<file path="config.mk">
export PLATFORM = sky130hd
export DESIGN_NAME = mem_frontend
export DESIGN_NICKNAME = d
export VERILOG_FILES = /design/src/verilog/mem_pkg.sv /design/src/verilog/fetch_unit.sv /design/src/verilog/bus_fsm.sv /design/src/verilog/lsu_lanes.sv /design/src/verilog/mem_frontend.sv
export VERILOG_INCLUDE_DIRS = /design/src /design/src/verilog
export SDC_FILE = /design/constraint.sdc
export NUM_CORES = 1
export LEC_CHECK = 0
export ABC_AREA = 1
export BUFFER_PORTS_ARGS = -buffer_cell sky130_fd_sc_hd__buf_2
export CORE_MARGIN = 4
export CORE_UTILIZATION = 35
export DETAILED_ROUTE_END_ITERATION = 10
export HOLD_SLACK_MARGIN = 0.1
export PLACE_DENSITY_LB_ADDON = 0.12
export SYNTH_ARGS = -nofsm -noshare
export SYNTH_HDL_FRONTEND = slang
export SYNTH_HIERARCHICAL = 1
export SYNTH_SLANG_ARGS = --single-unit
</file>
<file path="constraint.sdc">
create_clock -name clk -period 6.65 [get_ports clk]
set_input_delay 0.3325 -clock clk [delete_from_list [all_inputs] [get_ports clk]]
set_output_delay 0.3325 -clock clk [all_outputs]
set_load 0.01 [all_outputs]
</file>
<file path="src/verilog/mem_defs.svh">
// ################################################
// Memory front end widths and constants
// ################################################

`ifndef MEM_DEFS_SVH
`define MEM_DEFS_SVH

// Data and instruction word width
`define MEM_XLEN 32

// Byte address width
`define MEM_ALEN 32

// One strobe bit per byte lane
`define MEM_STRB 4

// First fetch address after reset
`define MEM_PC_INIT 32'h0000_0000

// Sequential fetch advance, one word
`define MEM_PC_STEP 32'd4

`endif

</file>
<file path="src/verilog/mem_pkg.sv">
// ################################################
// Memory front end shared types
// ################################################

`default_nettype none

`include "mem_defs.svh"

package mem_pkg;

    // Load and store size, same encoding as RV32I funct3
    typedef enum logic [2:0] {
        SZ_B  = 3'b000,
        SZ_H  = 3'b001,
        SZ_W  = 3'b010,
        SZ_BU = 3'b100,
        SZ_HU = 3'b101
    } size_e;

    // Data port request as issued by the client
    typedef struct packed {
        logic [`MEM_ALEN-1:0] addr;
        logic [`MEM_XLEN-1:0] wdata;
        size_e                size;
        logic                 is_store;
    } lsu_req_t;

    // Data port response, rdata is zero for stores
    typedef struct packed {
        logic [`MEM_XLEN-1:0] rdata;
        logic                 is_store;
    } lsu_rsp_t;

    // One fetched instruction and where it came from
    typedef struct packed {
        logic [`MEM_ALEN-1:0] pc;
        logic [`MEM_XLEN-1:0] instr;
    } fetch_rsp_t;

    // Bus-ready form of a data request
    typedef struct packed {
        logic [`MEM_ALEN-1:0] addr;
        logic [`MEM_XLEN-1:0] wdata;
        logic [`MEM_STRB-1:0] wstrb;
        logic                 write;
    } bus_req_t;

endpackage

`default_nettype wire

</file>
<file path="src/verilog/fetch_unit.sv">
// ################################################
// Instruction fetch unit
// ################################################

`timescale 1ns/1ns
`default_nettype none

`include "mem_defs.svh"

module fetch_unit (
    input  logic                 clk,
    input  logic                 rstn,
    input  logic                 redirect_valid,
    input  logic [`MEM_ALEN-1:0] redirect_pc,
    output logic                 fetch_req,
    output logic [`MEM_ALEN-1:0] fetch_addr,
    input  logic                 fetch_done,
    input  logic [`MEM_XLEN-1:0] fetch_word,
    output mem_pkg::fetch_rsp_t  fetch_rsp,
    output logic                 fetch_valid,
    input  logic                 fetch_ready
);

    logic [`MEM_ALEN-1:0] pc_q;
    // Word on the bus belongs to a path that was redirected away
    logic                 stale_q;
    logic                 slot_take;
    logic                 keep_word;

    assign slot_take = fetch_valid && fetch_ready;

    // Redirect in the same cycle also throws the word away
    assign keep_word = fetch_done && !stale_q && !redirect_valid;

    // Ask for the next word only if the slot has room for it
    assign fetch_req  = !fetch_valid || slot_take;
    // PC only moves on completion or redirect, so the address holds
    assign fetch_addr = pc_q;

    // ################################################
    // PC, slot state and stale tracking
    // ################################################

    always_ff @(posedge clk) begin
        if (!rstn) begin
            pc_q        <= `MEM_PC_INIT;
            fetch_valid <= 1'b0;
            stale_q     <= 1'b0;
        end else begin
            if (redirect_valid) begin
                // New path, anything buffered is from the old one
                pc_q        <= redirect_pc;
                fetch_valid <= 1'b0;
            end else if (keep_word) begin
                pc_q        <= pc_q + `MEM_PC_STEP;
                fetch_valid <= 1'b1;
            end else if (slot_take) begin
                fetch_valid <= 1'b0;
            end

            // Any fetch possibly on the bus at a redirect gets dropped
            if (fetch_done) begin
                stale_q <= 1'b0;
            end else if (redirect_valid) begin
                stale_q <= stale_q || fetch_req;
            end
        end
    end

    // Slot payload, written only while the slot is empty
    always_ff @(posedge clk) begin
        if (keep_word) begin
            fetch_rsp.pc    <= pc_q;
            fetch_rsp.instr <= fetch_word;
        end
    end

endmodule

`default_nettype wire

</file>
<file path="src/verilog/bus_fsm.sv">
// ################################################
// AXI-lite master and request arbiter
// ################################################

`timescale 1ns/1ns
`default_nettype none

`include "mem_defs.svh"

module bus_fsm (
    input  logic                 clk,
    input  logic                 rstn,
    input  logic                 fetch_req,
    input  logic [`MEM_ALEN-1:0] fetch_addr,
    output logic                 fetch_done,
    output logic [`MEM_XLEN-1:0] fetch_word,
    input  logic                 data_req_valid,
    output logic                 data_req_ready,
    input  mem_pkg::bus_req_t    bus_req,
    input  logic                 lane_busy,
    output logic                 data_done,
    output logic [`MEM_XLEN-1:0] read_word,
    output logic [`MEM_ALEN-1:0] m_axil_awaddr,
    output logic                 m_axil_awvalid,
    input  logic                 m_axil_awready,
    output logic [`MEM_XLEN-1:0] m_axil_wdata,
    output logic [`MEM_STRB-1:0] m_axil_wstrb,
    output logic                 m_axil_wvalid,
    input  logic                 m_axil_wready,
    input  logic                 m_axil_bvalid,
    output logic                 m_axil_bready,
    output logic [`MEM_ALEN-1:0] m_axil_araddr,
    output logic                 m_axil_arvalid,
    input  logic                 m_axil_arready,
    input  logic [`MEM_XLEN-1:0] m_axil_rdata,
    input  logic                 m_axil_rvalid,
    output logic                 m_axil_rready
);

    typedef enum logic [1:0] {
        IDLE,
        WRITE,
        READ,
        FETCH
    } state_t;

    state_t               state_q;
    state_t               state_d;
    // Set while idle, low for the first cycle out of reset
    logic                 ready_q;
    logic                 data_go;
    logic                 fetch_go;
    logic                 b_hs;
    logic                 r_hs;
    logic [`MEM_ALEN-1:0] addr_q;
    logic [`MEM_XLEN-1:0] wdata_q;
    logic [`MEM_STRB-1:0] wstrb_q;

    assign data_req_ready = ready_q && !lane_busy;
    assign data_go        = data_req_valid && data_req_ready;
    // Data has priority, a fetch waits if data could go this cycle
    assign fetch_go = (state_q == IDLE) && fetch_req && !(data_req_valid && !lane_busy);

    assign b_hs = m_axil_bvalid && m_axil_bready;
    assign r_hs = m_axil_rvalid && m_axil_rready;

    // Completion pulses, R data goes to whoever asked
    assign data_done  = ((state_q == WRITE) && b_hs) || ((state_q == READ) && r_hs);
    assign fetch_done = (state_q == FETCH) && r_hs;
    assign read_word  = m_axil_rdata;
    assign fetch_word = m_axil_rdata;

    // Single address register serves both channels
    assign m_axil_awaddr = addr_q;
    assign m_axil_araddr = addr_q;
    assign m_axil_wdata  = wdata_q;
    assign m_axil_wstrb  = wstrb_q;

    // ################################################
    // State sequencing
    // ################################################

    always_comb begin
        state_d = state_q;
        case (state_q)
            IDLE: begin
                if (data_go) begin
                    state_d = bus_req.write ? WRITE : READ;
                end else if (fetch_go) begin
                    state_d = FETCH;
                end
            end
            WRITE: begin
                if (b_hs) begin
                    state_d = IDLE;
                end
            end
            READ, FETCH: begin
                if (r_hs) begin
                    state_d = IDLE;
                end
            end
            default: state_d = IDLE;
        endcase
    end

    always_ff @(posedge clk) begin
        if (!rstn) begin
            state_q        <= IDLE;
            ready_q        <= 1'b0;
            m_axil_awvalid <= 1'b0;
            m_axil_wvalid  <= 1'b0;
            m_axil_bready  <= 1'b0;
            m_axil_arvalid <= 1'b0;
            m_axil_rready  <= 1'b0;
        end else begin
            state_q <= state_d;
            ready_q <= (state_d == IDLE);

            // AW and W retire independently
            if (m_axil_awready) begin
                m_axil_awvalid <= 1'b0;
            end
            if (m_axil_wready) begin
                m_axil_wvalid <= 1'b0;
            end
            if (b_hs) begin
                m_axil_bready <= 1'b0;
            end
            if (m_axil_arready) begin
                m_axil_arvalid <= 1'b0;
            end
            if (r_hs) begin
                m_axil_rready <= 1'b0;
            end

            // Channels open the cycle after acceptance
            if (data_go && bus_req.write) begin
                m_axil_awvalid <= 1'b1;
                m_axil_wvalid  <= 1'b1;
                m_axil_bready  <= 1'b1;
            end else if (data_go || fetch_go) begin
                m_axil_arvalid <= 1'b1;
                m_axil_rready  <= 1'b1;
            end
        end
    end

    // Transaction payload, held until the state returns to IDLE
    always_ff @(posedge clk) begin
        if (data_go) begin
            addr_q  <= bus_req.addr;
            wdata_q <= bus_req.wdata;
            wstrb_q <= bus_req.wstrb;
        end else if (fetch_go) begin
            addr_q <= fetch_addr;
        end
    end

endmodule

`default_nettype wire

</file>
<file path="src/verilog/lsu_lanes.sv">
// ################################################
// Load and store lane handling
// ################################################

`timescale 1ns/1ns
`default_nettype none

`include "mem_defs.svh"

module lsu_lanes (
    input  logic                 clk,
    input  logic                 rstn,
    input  mem_pkg::lsu_req_t    data_req,
    output mem_pkg::bus_req_t    bus_req,
    output logic                 lane_busy,
    input  logic                 data_done,
    input  logic [`MEM_XLEN-1:0] read_word,
    output mem_pkg::lsu_rsp_t    data_rsp,
    output logic                 data_rsp_valid,
    input  logic                 data_rsp_ready
);

    import mem_pkg::*;

    logic [`MEM_STRB-1:0] lane_mask;
    logic [`MEM_XLEN-1:0] lane_data;
    logic [`MEM_XLEN-1:0] shifted;
    logic [`MEM_XLEN-1:0] load_val;

    // ################################################
    // Store side
    // ################################################

    // Replicate the low byte or half into every lane it can land in
    always_comb begin
        case (data_req.size)
            SZ_B, SZ_BU: begin
                lane_mask = 4'b0001;
                lane_data = {4{data_req.wdata[7:0]}};
            end
            SZ_H, SZ_HU: begin
                lane_mask = 4'b0011;
                lane_data = {2{data_req.wdata[15:0]}};
            end
            default: begin
                lane_mask = 4'b1111;
                lane_data = data_req.wdata;
            end
        endcase
    end

    assign bus_req.addr  = data_req.addr;
    assign bus_req.wdata = lane_data;
    // Strobe moves with the byte offset inside the word
    assign bus_req.wstrb = lane_mask << data_req.addr[1:0];
    assign bus_req.write = data_req.is_store;

    // ################################################
    // Load side
    // ################################################

    // Bring the addressed byte or half down to bit 0
    assign shifted = read_word >> {data_req.addr[1:0], 3'b000};

    always_comb begin
        case (data_req.size)
            SZ_B:    load_val = {{24{shifted[7]}}, shifted[7:0]};
            SZ_H:    load_val = {{16{shifted[15]}}, shifted[15:0]};
            SZ_BU:   load_val = {24'd0, shifted[7:0]};
            SZ_HU:   load_val = {16'd0, shifted[15:0]};
            default: load_val = read_word;
        endcase
    end

    // Response slot, the client keeps data_req up until the response
    always_ff @(posedge clk) begin
        if (!rstn) begin
            data_rsp_valid <= 1'b0;
        end else if (data_done) begin
            data_rsp_valid <= 1'b1;
        end else if (data_rsp_valid && data_rsp_ready) begin
            data_rsp_valid <= 1'b0;
        end
    end

    always_ff @(posedge clk) begin
        if (data_done) begin
            data_rsp.rdata    <= data_req.is_store ? '0 : load_val;
            data_rsp.is_store <= data_req.is_store;
        end
    end

    // Holding a response stops the next data acceptance
    assign lane_busy = data_rsp_valid;

endmodule

`default_nettype wire

</file>
<file path="src/verilog/mem_frontend.sv">
// ################################################
// Memory access front end top
// ################################################

`timescale 1ns/1ns
`default_nettype none

`include "mem_defs.svh"

module mem_frontend (
    input  logic                 clk,
    input  logic                 rstn,

    // Data client
    input  mem_pkg::lsu_req_t    data_req,
    input  logic                 data_req_valid,
    output logic                 data_req_ready,
    output mem_pkg::lsu_rsp_t    data_rsp,
    output logic                 data_rsp_valid,
    input  logic                 data_rsp_ready,

    // Fetch client
    output mem_pkg::fetch_rsp_t  fetch_rsp,
    output logic                 fetch_valid,
    input  logic                 fetch_ready,
    input  logic                 redirect_valid,
    input  logic [`MEM_ALEN-1:0] redirect_pc,

    // AXI-lite master
    output logic [`MEM_ALEN-1:0] m_axil_awaddr,
    output logic                 m_axil_awvalid,
    input  logic                 m_axil_awready,
    output logic [`MEM_XLEN-1:0] m_axil_wdata,
    output logic [`MEM_STRB-1:0] m_axil_wstrb,
    output logic                 m_axil_wvalid,
    input  logic                 m_axil_wready,
    input  logic                 m_axil_bvalid,
    output logic                 m_axil_bready,
    output logic [`MEM_ALEN-1:0] m_axil_araddr,
    output logic                 m_axil_arvalid,
    input  logic                 m_axil_arready,
    input  logic [`MEM_XLEN-1:0] m_axil_rdata,
    input  logic                 m_axil_rvalid,
    output logic                 m_axil_rready
);

    import mem_pkg::*;

    // Fetch unit to arbiter
    logic                 fetch_req;
    logic [`MEM_ALEN-1:0] fetch_addr;
    logic                 fetch_done;
    logic [`MEM_XLEN-1:0] fetch_word;

    // Lane formatter to arbiter and back
    bus_req_t             lane_req;
    logic                 lane_busy;
    logic                 data_done;
    logic [`MEM_XLEN-1:0] read_word;

    fetch_unit u_fetch_unit (
        .clk            (clk),
        .rstn           (rstn),
        .redirect_valid (redirect_valid),
        .redirect_pc    (redirect_pc),
        .fetch_req      (fetch_req),
        .fetch_addr     (fetch_addr),
        .fetch_done     (fetch_done),
        .fetch_word     (fetch_word),
        .fetch_rsp      (fetch_rsp),
        .fetch_valid    (fetch_valid),
        .fetch_ready    (fetch_ready)
    );

    bus_fsm u_bus_fsm (
        .clk            (clk),
        .rstn           (rstn),
        .fetch_req      (fetch_req),
        .fetch_addr     (fetch_addr),
        .fetch_done     (fetch_done),
        .fetch_word     (fetch_word),
        .data_req_valid (data_req_valid),
        .data_req_ready (data_req_ready),
        .bus_req        (lane_req),
        .lane_busy      (lane_busy),
        .data_done      (data_done),
        .read_word      (read_word),
        .m_axil_awaddr  (m_axil_awaddr),
        .m_axil_awvalid (m_axil_awvalid),
        .m_axil_awready (m_axil_awready),
        .m_axil_wdata   (m_axil_wdata),
        .m_axil_wstrb   (m_axil_wstrb),
        .m_axil_wvalid  (m_axil_wvalid),
        .m_axil_wready  (m_axil_wready),
        .m_axil_bvalid  (m_axil_bvalid),
        .m_axil_bready  (m_axil_bready),
        .m_axil_araddr  (m_axil_araddr),
        .m_axil_arvalid (m_axil_arvalid),
        .m_axil_arready (m_axil_arready),
        .m_axil_rdata   (m_axil_rdata),
        .m_axil_rvalid  (m_axil_rvalid),
        .m_axil_rready  (m_axil_rready)
    );

    lsu_lanes u_lsu_lanes (
        .clk            (clk),
        .rstn           (rstn),
        .data_req       (data_req),
        .bus_req        (lane_req),
        .lane_busy      (lane_busy),
        .data_done      (data_done),
        .read_word      (read_word),
        .data_rsp       (data_rsp),
        .data_rsp_valid (data_rsp_valid),
        .data_rsp_ready (data_rsp_ready)
    );

endmodule

`default_nettype wire

</file>
==> results of run 1 <==
-- path summary, 6_finish.rpt --
kind | from | endpoint | cells past startpoint
max reg2reg | u_bus_fsm/state_q[1] | u_fetch_unit/fetch_addr[8] | 10
min reg2reg | u_fetch_unit/fetch_addr[0] | u_fetch_unit/fetch_rsp[32] | 0
min | data_req[28] | u_bus_fsm/m_axil_wdata[24] | 3
max | m_axil_rvalid | u_fetch_unit/fetch_addr[8] | 12
-- critical path: stages --
cell	delay [ns]
dlygate4sd3_1	0.53
buf_2	0.11
nand2_1	0.13
nor3_1	0.23
inv_1	0.08
nor2_2	0.18
inv_1	0.14
nor2_4	0.51
buf_4	0.81
a21boi_0	0.23
o21ai_0	0.10
a31oi_1	0.13
-- cell families (layout without fill, tap and decap cells) --
logic type	Yosys count	count (layout)
AND/OR/NAND/NOR	548	548
buffers and inverters	298	613
flip-flops	208	208
AO/OA/AOI/OAI	122	122
XOR/XNOR	8	8
adder cells (fa/ha/maj)	1	1
other	0	2
-- stage by stage --
stage / setup slack [ns] / hold WS [ns] / utilization
4_1_cts: 3.49 / 0.102 / 0.450
6_report: 3.51 / 0.124 / 0.450
3_3_place_gp: 3.54 / 0.455 / 0.393
2_1_floorplan: 4.01 / 0.425 / -
5_1_grt: 3.20 / 0.115 / 0.450
3_5_place_dp: 3.51 / 0.449 / 0.393
-- layout by cell type (no fill, tap or decap), types with 25 or more instances in the layout --
cell and count:
nand2_1 369, a21oi_1 45, edfxtp_1 165, dlygate4sd3_1 96
nor2_1 55, o21ai_0 46, clkbuf_16 25, buf_2 347
nand3_1 56, inv_1 113, dfxtp_1 43
-- layer usage --
| layer | share of wire | routed length, microns | GRT usage |
|---|---|---|---|
| met4 | 0.032 | 990 | 0.0614 |
| met2 | 0.51 | 15900 | 0.320 |
| met1 | 0.40 | 12600 | 0.215 |
| met3 | 0.059 | 1860 | 0.0327 |
| met5 | 0 | 0 | 0 |
-- power groups by stage --
stage               logic, mW  clock network, mW  registers [mW]
floorplan               0.437                  0            1.74
global placement        0.670                  0            1.70
detailed placement      0.672                  0            1.70
CTS                     0.719               1.32            1.67
global route            0.777               1.37            1.69
finish                  0.705               1.27            1.67
-- registers in the layout, summed over array words and instances (netlist names), 2 cells and up --
| signal | cells |
|---|---|
| u_lsu_lanes/data_rsp | 33 |
| u_bus_fsm/m_axil_wstrb | 4 |
| u_bus_fsm/m_axil_wdata | 32 |
| u_fetch_unit/fetch_rsp | 64 |
| u_bus_fsm/state_q | 2 |
| u_fetch_unit/fetch_addr | 32 |
| u_bus_fsm/m_axil_araddr | 32 |
-- cell type report --
class | instances | area [sq um]
flip-flops and latches | 208 | 5820
well taps | 390 | 488
fillers | 2964 | 16500
repair buffers | 448 | 2740
clock buffers | 35 | 683
clock inverters | 8 | 68.8
diodes | 2 | 5.00
inverters | 122 | 469
multi-input cells | 679 | 3230
==> results.tsv, run 1 <==
stage	metric	value	unit
status	outcome	completed	
routing	vias	8623	
floorplan	placeableCoreArea	30000	sq um
cts	cts_buffers	25	
worst_setup_path	cp-start-kind	input port	
finish	fin_cells	1892	
worst_setup_path	required	7.07	ns
timing	worst_slew_margin_rel	0.282	
finish	area_growth	25.4	%
routing	drc	0	
yosys	ys_ff_latch	208	
cts	cts_tree	done	
cts	clkLatencyLatePin	0.53	ns
pwr	seqPwrFrac	0.458	
placed_design	place_hpwl	22600	microns
finish	drive_above_1_share	0.301	
routing	drtIter0Drc	386	
timing	period_minus_slack	3.14	ns
pwr	p_switching	1.04	mW
floorplan	die_y	183	microns
hold_path	hold_path_class	in -> reg	
routing	routed_via_density	4.56	
yosys	synth.area.top_cells	edfxtp_1 46%, nand2_1 13%, buf_4 10%	
floorplan	die_area	33600	sq um
placed_design	gp_congestion	0.851	
pwr	power.clock.fraction	0.348	
global_route	grt_max_degree	70	
worst_setup_path	worstPathMaxFanout	67	
cts	htree_levels	1	
global_route	grt_overflow	0	
yosys	synth.largest_area_cell	edfxtp_1	
timing	period_share	0.473	
placed_design	place_area	11800	sq um
routing	dr.pass1.iters	4	
placed_design	dp_cells	1751	
yosys	synth_compound_area_frac	0.0628	
yosys	muxShareOfSynthArea	0	
cts	ctsResizeCount	0	
cts	cts_setup_buffers	0	
yosys	synthMostInstantiatedCell	nand2_1	
yosys	yosysSeqAreaShare	0.540	
yosys	synth_xor_area_frac	0.00651	
timing	hold_viol	0	
finish	post-route-cell-area	13500	sq um
yosys	synth_adder_area_share	0.00116	
yosys	yosys.area_share.simple	0.228	
worst_setup_path	path_class	in -> reg	
floorplan	initial_core_util	0.359	
timing	fin_tns_setup	0	ns
timing	report.final.slew_viol_count	0	
job	max_cap_violations	0	
cts	clock_sinks	208	
routing	drt_wl_total	31400	microns
timing	worst_pin_slew	1.08	ns
routing	drtAntennaViolNets	0	
timing	finalSetupViolCount	0	
yosys	netlist.area_leader.share	0.460	
floorplan	rows	63	
yosys	synth_edf_count	165	
yosys	synthCells	1185	
routing	routedWlPerCell	16.6	microns
worst_setup_path	arrival	3.56	ns
yosys	async_reset_ff_frac	0	
cts	ctsHoldBuffers	96	
global_route	antenna_found_initial	2	
timing	finClkSkew	0.0219	ns
placed_design	portBuffers	347	
pwr	max-vdd-ir-drop	0.000147	V
yosys	yosysWarnings	6	
pwr	p_leak	6.20	nW
pwr	total_power	3.64	mW
floorplan	ios	348	
pwr	p_sw_frac	0.285	
global_route	grt_pass1_vias	8580	
pwr	pwr-share-comb	0.193	
yosys	synth_top_family_by_area	simple AND/OR/NAND/NOR gates	
cts	clock-root-buffer	clkbuf_16	
pwr	p_per_area	270	nW/um^2
worst_setup_path	r2r_setup_slack	3.52	ns
timing	rsz0062_at_grt	false	
yosys	syn_area_per_cell	9.08	sq um
finish	nNetsFinal	1628	
worst_setup_path	end_kind	flip-flop	
floorplan	die_x	183	microns
cts	cts.clk_slew.worst_paths	0.05	ns
yosys	synth_ff_type	edfxtp_1	
yosys	syn_area	10800	sq um
yosys	synthTopCellsByCount	369 x nand2_1, 165 x edfxtp_1, 145 x buf_4	
yosys	ys_types	42	
global_route	grt_usage	0.178	
yosys	syn-num-nets	1329	
global_route	grt_pass1_wl	47800	microns
cts	clk_path_buf_depth	3	
pwr	intPower	2.60	mW
timing	fmax	318	MHz
No activity file was read; power rests on OpenSTA's default activity.
==> run 2: changes to the inputs <==
- ABC_AREA: 1 -> 0
- clock period: 6.65 -> 2.75 ns (I/O delays scaled with it)
==> results.tsv, run 2 <==
stage	metric	value	unit
floorplan	ios	348	
yosys	muxShareOfSynthArea	0.0508	
pwr	p_per_area	613	nW/um^2
timing	fmax	418	MHz
routing	dr.pass1.iters	5	
yosys	yosysSeqAreaShare	0.581	
worst_setup_path	r2r_setup_slack	0.36	ns
floorplan	die_x	177	microns
timing	worst_pin_slew	0.845	ns
cts	htree_levels	1	
global_route	grt_pass1_vias	7779	
yosys	synthMostInstantiatedCell	edfxtp_1	
status	outcome	completed	
timing	rsz0062_at_grt	false	
timing	report.final.slew_viol_count	0	
yosys	yosys.area_share.simple	0.140	
timing	hold_viol	0	
pwr	total_power	8.31	mW
finish	nNetsFinal	1395	
cts	cts_buffers	25	
routing	routed_via_density	4.78	
timing	worst_slew_margin_rel	0.431	
yosys	synth_adder_area_share	0.00125	
routing	routedWlPerCell	18.9	microns
yosys	yosysWarnings	6	
routing	vias	7881	
placed_design	portBuffers	347	
yosys	synth_edf_count	165	
worst_setup_path	arrival	2.84	ns
yosys	synth_ff_type	edfxtp_1	
yosys	ys_ff_latch	208	
routing	drt_wl_total	31100	microns
cts	clock-root-buffer	clkbuf_16	
yosys	syn_area_per_cell	11.3	sq um
cts	cts_setup_buffers	0	
finish	largest_reg_flops	64	
cts	clk_path_buf_depth	3	
yosys	ys_types	61	
cts	cts.clk_slew.worst_paths	0.06	ns
routing	drc	0	
finish	fin_util	0.483	
worst_setup_path	end_kind	flip-flop	
cts	clkLatencyLatePin	0.52	ns
yosys	synth_compound_area_frac	0.0886	
yosys	synth.area.top_cells	edfxtp_1 49%, buf_4 11%, dfxtp_1 8.6%	
floorplan	placeableCoreArea	28000	sq um
yosys	synth_top_family_by_area	simple AND/OR/NAND/NOR gates	
global_route	grt_overflow	0	
finish	top_register	u_fetch_unit/fetch_rsp	
yosys	syn-num-nets	1032	
placed_design	gp_congestion	0.784	
hold_path	hold_depth	2	
worst_setup_path	worst_r2r_endpoint	u_fetch_unit/fetch_addr[22]	
global_route	grt_max_degree	50	
timing	period_minus_slack	2.39	ns
cts	cts_tree	done	
yosys	synth_xor_area_frac	0.00874	
placed_design	place_hpwl	21500	microns
cts	clock_sinks	208	
worst_setup_path	required	3.20	ns
finish	drive_above_1_share	0.354	
finish	top_regs	u_fetch_unit/fetch_rsp (64), u_lsu_lanes/data_rsp (33)	
finish	diodes	0	
hold_path	hold_path_class	in -> reg	
global_route	grt_usage	0.187	
yosys	syn_area	10000	sq um
cts	ctsResizeCount	0	
pwr	p_leak	5.56	nW
timing	fin_tns_setup	0	ns
job	max_cap_violations	0	
worst_setup_path	cp-start-kind	flip-flop	
timing	finalSetupViolCount	0	
worst_setup_path	path_class	reg -> reg	
finish	final_common_cell	buf_2	
floorplan	die_area	31400	sq um
yosys	synthCells	888	
pwr	max-vdd-ir-drop	0.000392	V
worst_setup_path	r2r-start	u_fetch_unit/fetch_addr[2]	
yosys	async_reset_ff_frac	0	
timing	finClkSkew	0.00995	ns
finish	final_cell_mix	347 x buf_2, 165 x edfxtp_1, 150 x nand2_1	
worst_setup_path	worstPathMaxFanout	16	
floorplan	initial_core_util	0.358	
timing	period_share	0.870	
worst_setup_path	worstRegToRegCells	5	
hold_path	hold_path_end	u_lsu_lanes/data_rsp_valid	
yosys	netlist.area_leader.share	0.495	
floorplan	rows	61	
finish	area_growth	35.2	%
global_route	grt_pass1_wl	45700	microns
hold_path	min_from	rstn	
global_route	antenna_found_initial	0	
yosys	synthTopCellsByCount	165 x edfxtp_1, 151 x nand2_1, 141 x buf_4	
yosys	synth.largest_area_cell	edfxtp_1	
floorplan	die_y	177	microns
routing	drtAntennaViolNets	0	
routing	drtIter0Drc	437	
==> run 2: cell types whose count changed in the layout (fill, tap and decap cells not counted), sizes merged, moves of 11 or more <==
cell and delta:
nand2 -235, inv -104, nand3 -54, dlygate4sd3 +52, nor2 -42, mux2i +25, mux2 +21, o21ai -16
buf +15, nand2b +11
==> run 2: logic make-up after synthesis <==
| family | count (synthesis) |
|---|---|
| flops | 208 |
| compound gates | 135 |
| buf+inv | 195 |
| xor+xnor | 10 |
| mux | 47 |
| simple gates | 292 |
| fa+ha+maj | 1 |
==> run 2: critical path, stage by stage (launching register included) <==
cell     delay (ns)
dfxtp_1        0.43
ha_1           0.23
nand3_1        0.10
or4_1          0.79
or4_1          0.59
a31oi_1        0.17
==> run 2: worst max path at each step <==
stage	start	cells past startpoint	end
2_1_floorplan	u_bus_fsm/m_axil_rready	2	u_lsu_lanes/data_rsp[0]
3_3_place_gp	u_fetch_unit/fetch_addr[2]	5	u_fetch_unit/fetch_addr[18]
3_5_place_dp	u_fetch_unit/fetch_addr[2]	5	u_fetch_unit/fetch_addr[22]
4_1_cts	u_fetch_unit/fetch_addr[2]	5	u_fetch_unit/fetch_addr[22]
5_1_grt	u_fetch_unit/fetch_addr[2]	5	u_fetch_unit/fetch_addr[22]
6_report	u_fetch_unit/fetch_addr[2]	5	u_fetch_unit/fetch_addr[22]
==> run 2: area by class of cell <==
type	count	area [sq um]
multi-input cells	485	2930
repair buffers	515	3410
clock buffers	29	651
fillers	2628	14500
clock inverters	17	211
well taps	378	473
inverters	16	60.1
flip-flops and latches	208	5820
==> run 2: through the flow <==
| stage | hold WS, ns | setup slack [ns] | cell area, sq um | std cells |
|---|---|---|---|---|
| after detailed placement | 0.353 | 0.375 | 11200 | 1454 |
| after global routing | 0.147 | 0.207 | 13500 | 1648 |
| final | 0.133 | 0.357 | 13500 | 1648 |
| after global placement | 0.354 | 0.425 | 11200 | 1454 |
| after floorplan | 0.236 | 0.00158 | 10000 | 888 |
| after CTS | 0.109 | 0.358 | 13500 | 1648 |
==> run 2: routing by layer <==
| layer | global-route usage | up-vias | wire length [microns] |
|---|---|---|---|
| li1 | - | 3802 | - |
| met1 | 0.249 | 3716 | 13300 |
| met2 | 0.316 | 328 | 14600 |
| met3 | 0.0414 | 35 | 2790 |
| met4 | 0.0400 | 0 | 503 |
| met5 | 0 | - | 0 |
==> run 2: where the power goes <==
group          switching [mW]  internal (mW)
registers               0.122           3.60
logic                   0.599          0.517
clock network            1.31           2.16
total                    2.03           6.27
==> run 2: repair_timing <==
action / 4_1_cts / 5_1_grt
endpoints found under the hold margin: 169 / 0
setup endpoints to repair: 0 / 0
hold buffers: 148 / 0
==> run 3: changes to the inputs <==
- REMOVE_ABC_BUFFERS: not set -> 1
==> results.tsv, run 3 (same netlist as run 2, synthesis figures left out) <==
stage	metric	value	unit
timing	report.final.slew_viol_count	0	
placed_design	dpl_worst_slack	0.327	ns
routing	routedWlPerCell	17.6	microns
finish	top_regs	u_fetch_unit/fetch_rsp (64), u_lsu_lanes/data_rsp (33)	
worst_setup_path	path_cells	ha_1, nand3_1, or4_1, or4_1, a31oi_1	
global_route	grt_pass1_wl	43700	microns
finish	area_growth	34.1	%
worst_setup_path	cpPeakStageDelay	0.81	ns
cts	cts_setup_buffers	0	
floorplan	ios	348	
floorplan	die_x	177	microns
timing	finalSetupViolCount	0	
finish	top_register	u_fetch_unit/fetch_rsp	
global_route	grt_usage	0.174	
cts	clkLatencyLatePin	0.51	ns
worst_setup_path	arrival	2.86	ns
timing	worst_pin_slew	0.913	ns
timing	hold_viol	0	
pwr	total_power	8.08	mW
finish	largest_reg_flops	64	
timing	finClkSkew	0.00891	ns
finish	seqCellArea	5820	sq um
timing	fmax	413	MHz
pwr	p_per_area	601	nW/um^2
placed_design	dp_cells	1455	
cts	clock-root-buffer	clkbuf_16	
cts	cts.clk_slew.worst_paths	0.06	ns
routing	drt_wl_total	29000	microns
finish	fin_cells	1641	
cts	cts_tree	done	
finish	final_cell_mix	347 x buf_2, 165 x edfxtp_1, 150 x nand2_1	
routing	drtAntennaViolNets	0	
global_route	grt_overflow	0	
finish	nNetsFinal	1389	
finish	post-route-cell-area	13400	sq um
timing	period_minus_slack	2.42	ns
placed_design	portBuffers	347	
worst_setup_path	cp-start-kind	flip-flop	
hold_path	hold_path_class	in -> reg	
floorplan	die_area	31400	sq um
worst_setup_path	path_class	reg -> reg	
worst_setup_path	worstPathMaxFanout	16	
floorplan	rows	61	
placed_design	place_hpwl	19900	microns
worst_setup_path	crit_top_cell	or4_1	
cts	cts_buffers	24	
routing	dr.pass1.iters	5	
floorplan	placeableCoreArea	28000	sq um
job	max_cap_violations	0	
cts	clock_sinks	208	
global_route	grt_max_degree	44	
cts	htree_levels	1	
worst_setup_path	slowest_stage	or4_1	
timing	period_share	0.880	
floorplan	die_y	177	microns
worst_setup_path	crit_family	simple AND/OR/NAND/NOR gates	
worst_setup_path	end_kind	flip-flop	
worst_setup_path	critPathBufInv	0	
routing	vias	7733	
finish	multi_input_area	2930	sq um
finish	final_common_cell	buf_2	
routing	drc	0	
finish	drive_above_1_share	0.354	
status	outcome	completed	
finish	fillCellCount	2611	
placed_design	place_area	11200	sq um
timing	worst_slew_margin_rel	0.391	
global_route	antenna_found_initial	3	
timing	rsz0062_at_grt	false	
floorplan	initial_core_util	0.358	
placed_design	gp_congestion	0.765	
worst_setup_path	required	3.19	ns
global_route	grt_pass1_vias	7690	
cts	clk_path_buf_depth	3	
pwr	max-vdd-ir-drop	0.000375	V
routing	routed_via_density	4.71	
routing	drtIter0Drc	421	
timing	finalWorstSetupSlack	0.329	ns
pwr	p_leak	5.50	nW
==> run 3: cell types whose count changed in the layout (fill, tap and decap cells not counted), sizes merged <==
cell / delta
dlygate4sd3: -6
diode: +2
inv: -2
buf: +1
bufinv: -1
clkinvlp: -1
==> run 3: worst paths after layout <==
check,from,to,slack (ns),cells past startpoint
worst max-delay path,u_fetch_unit/fetch_addr[2],u_fetch_unit/fetch_addr[18],0.33,5
worst max register to register,u_fetch_unit/fetch_addr[2],u_fetch_unit/fetch_addr[18],0.33,5
worst min-delay path,rstn,u_lsu_lanes/data_rsp_valid,0.14,2
worst min register to register,u_fetch_unit/fetch_addr[0],u_fetch_unit/fetch_rsp[32],0.46,0
==> run 3: cell type report <==
type                       instances  share of cell area
antenna                            2            0.000373
clock buffer                      29              0.0477
clock inverter                    13              0.0120
inverter                          16             0.00456
multi-input combinational        485               0.218
sequential                       208               0.433
tap                              378              0.0352
timing repair buffer             510               0.250
==> run 3: per-stage QoR <==
stage,hold slack [ns],TNS [ns],util
finish,0.145,0,0.480
detailed placement,0.341,0,0.400
floorplan,0.236,-95.92,-
global route,0.155,0,0.480
global placement,0.347,0,0.400
CTS,0.119,0,0.479
==> run 3: power breakdown <==
group / switching [mW] / internal (mW) / leakage [nW] / total [mW]
combinational: 0.571 / 0.510 / 3.21 / 1.08
sequential: 0.115 / 3.60 / 1.89 / 3.71
clock: 1.26 / 2.02 / 0.398 / 3.28
==> run 3: what timing repair did <==
action	4_1_cts	5_1_grt
endpoints found under the setup margin	0	0
hold buffers	142	0
gates resized for setup	0	0
hold endpoints to repair	167	0
==> run 3: per-layer routing <==
metal  wire (microns)  vias up  share of wire  GRT usage
li1                 -     3787              -          -
met3             2350       35          0.081     0.0380
met4              478        2          0.017     0.0397
met1            12300     3617           0.42      0.227
met2            13900      292           0.48      0.298
met5               12        -        0.00041          0
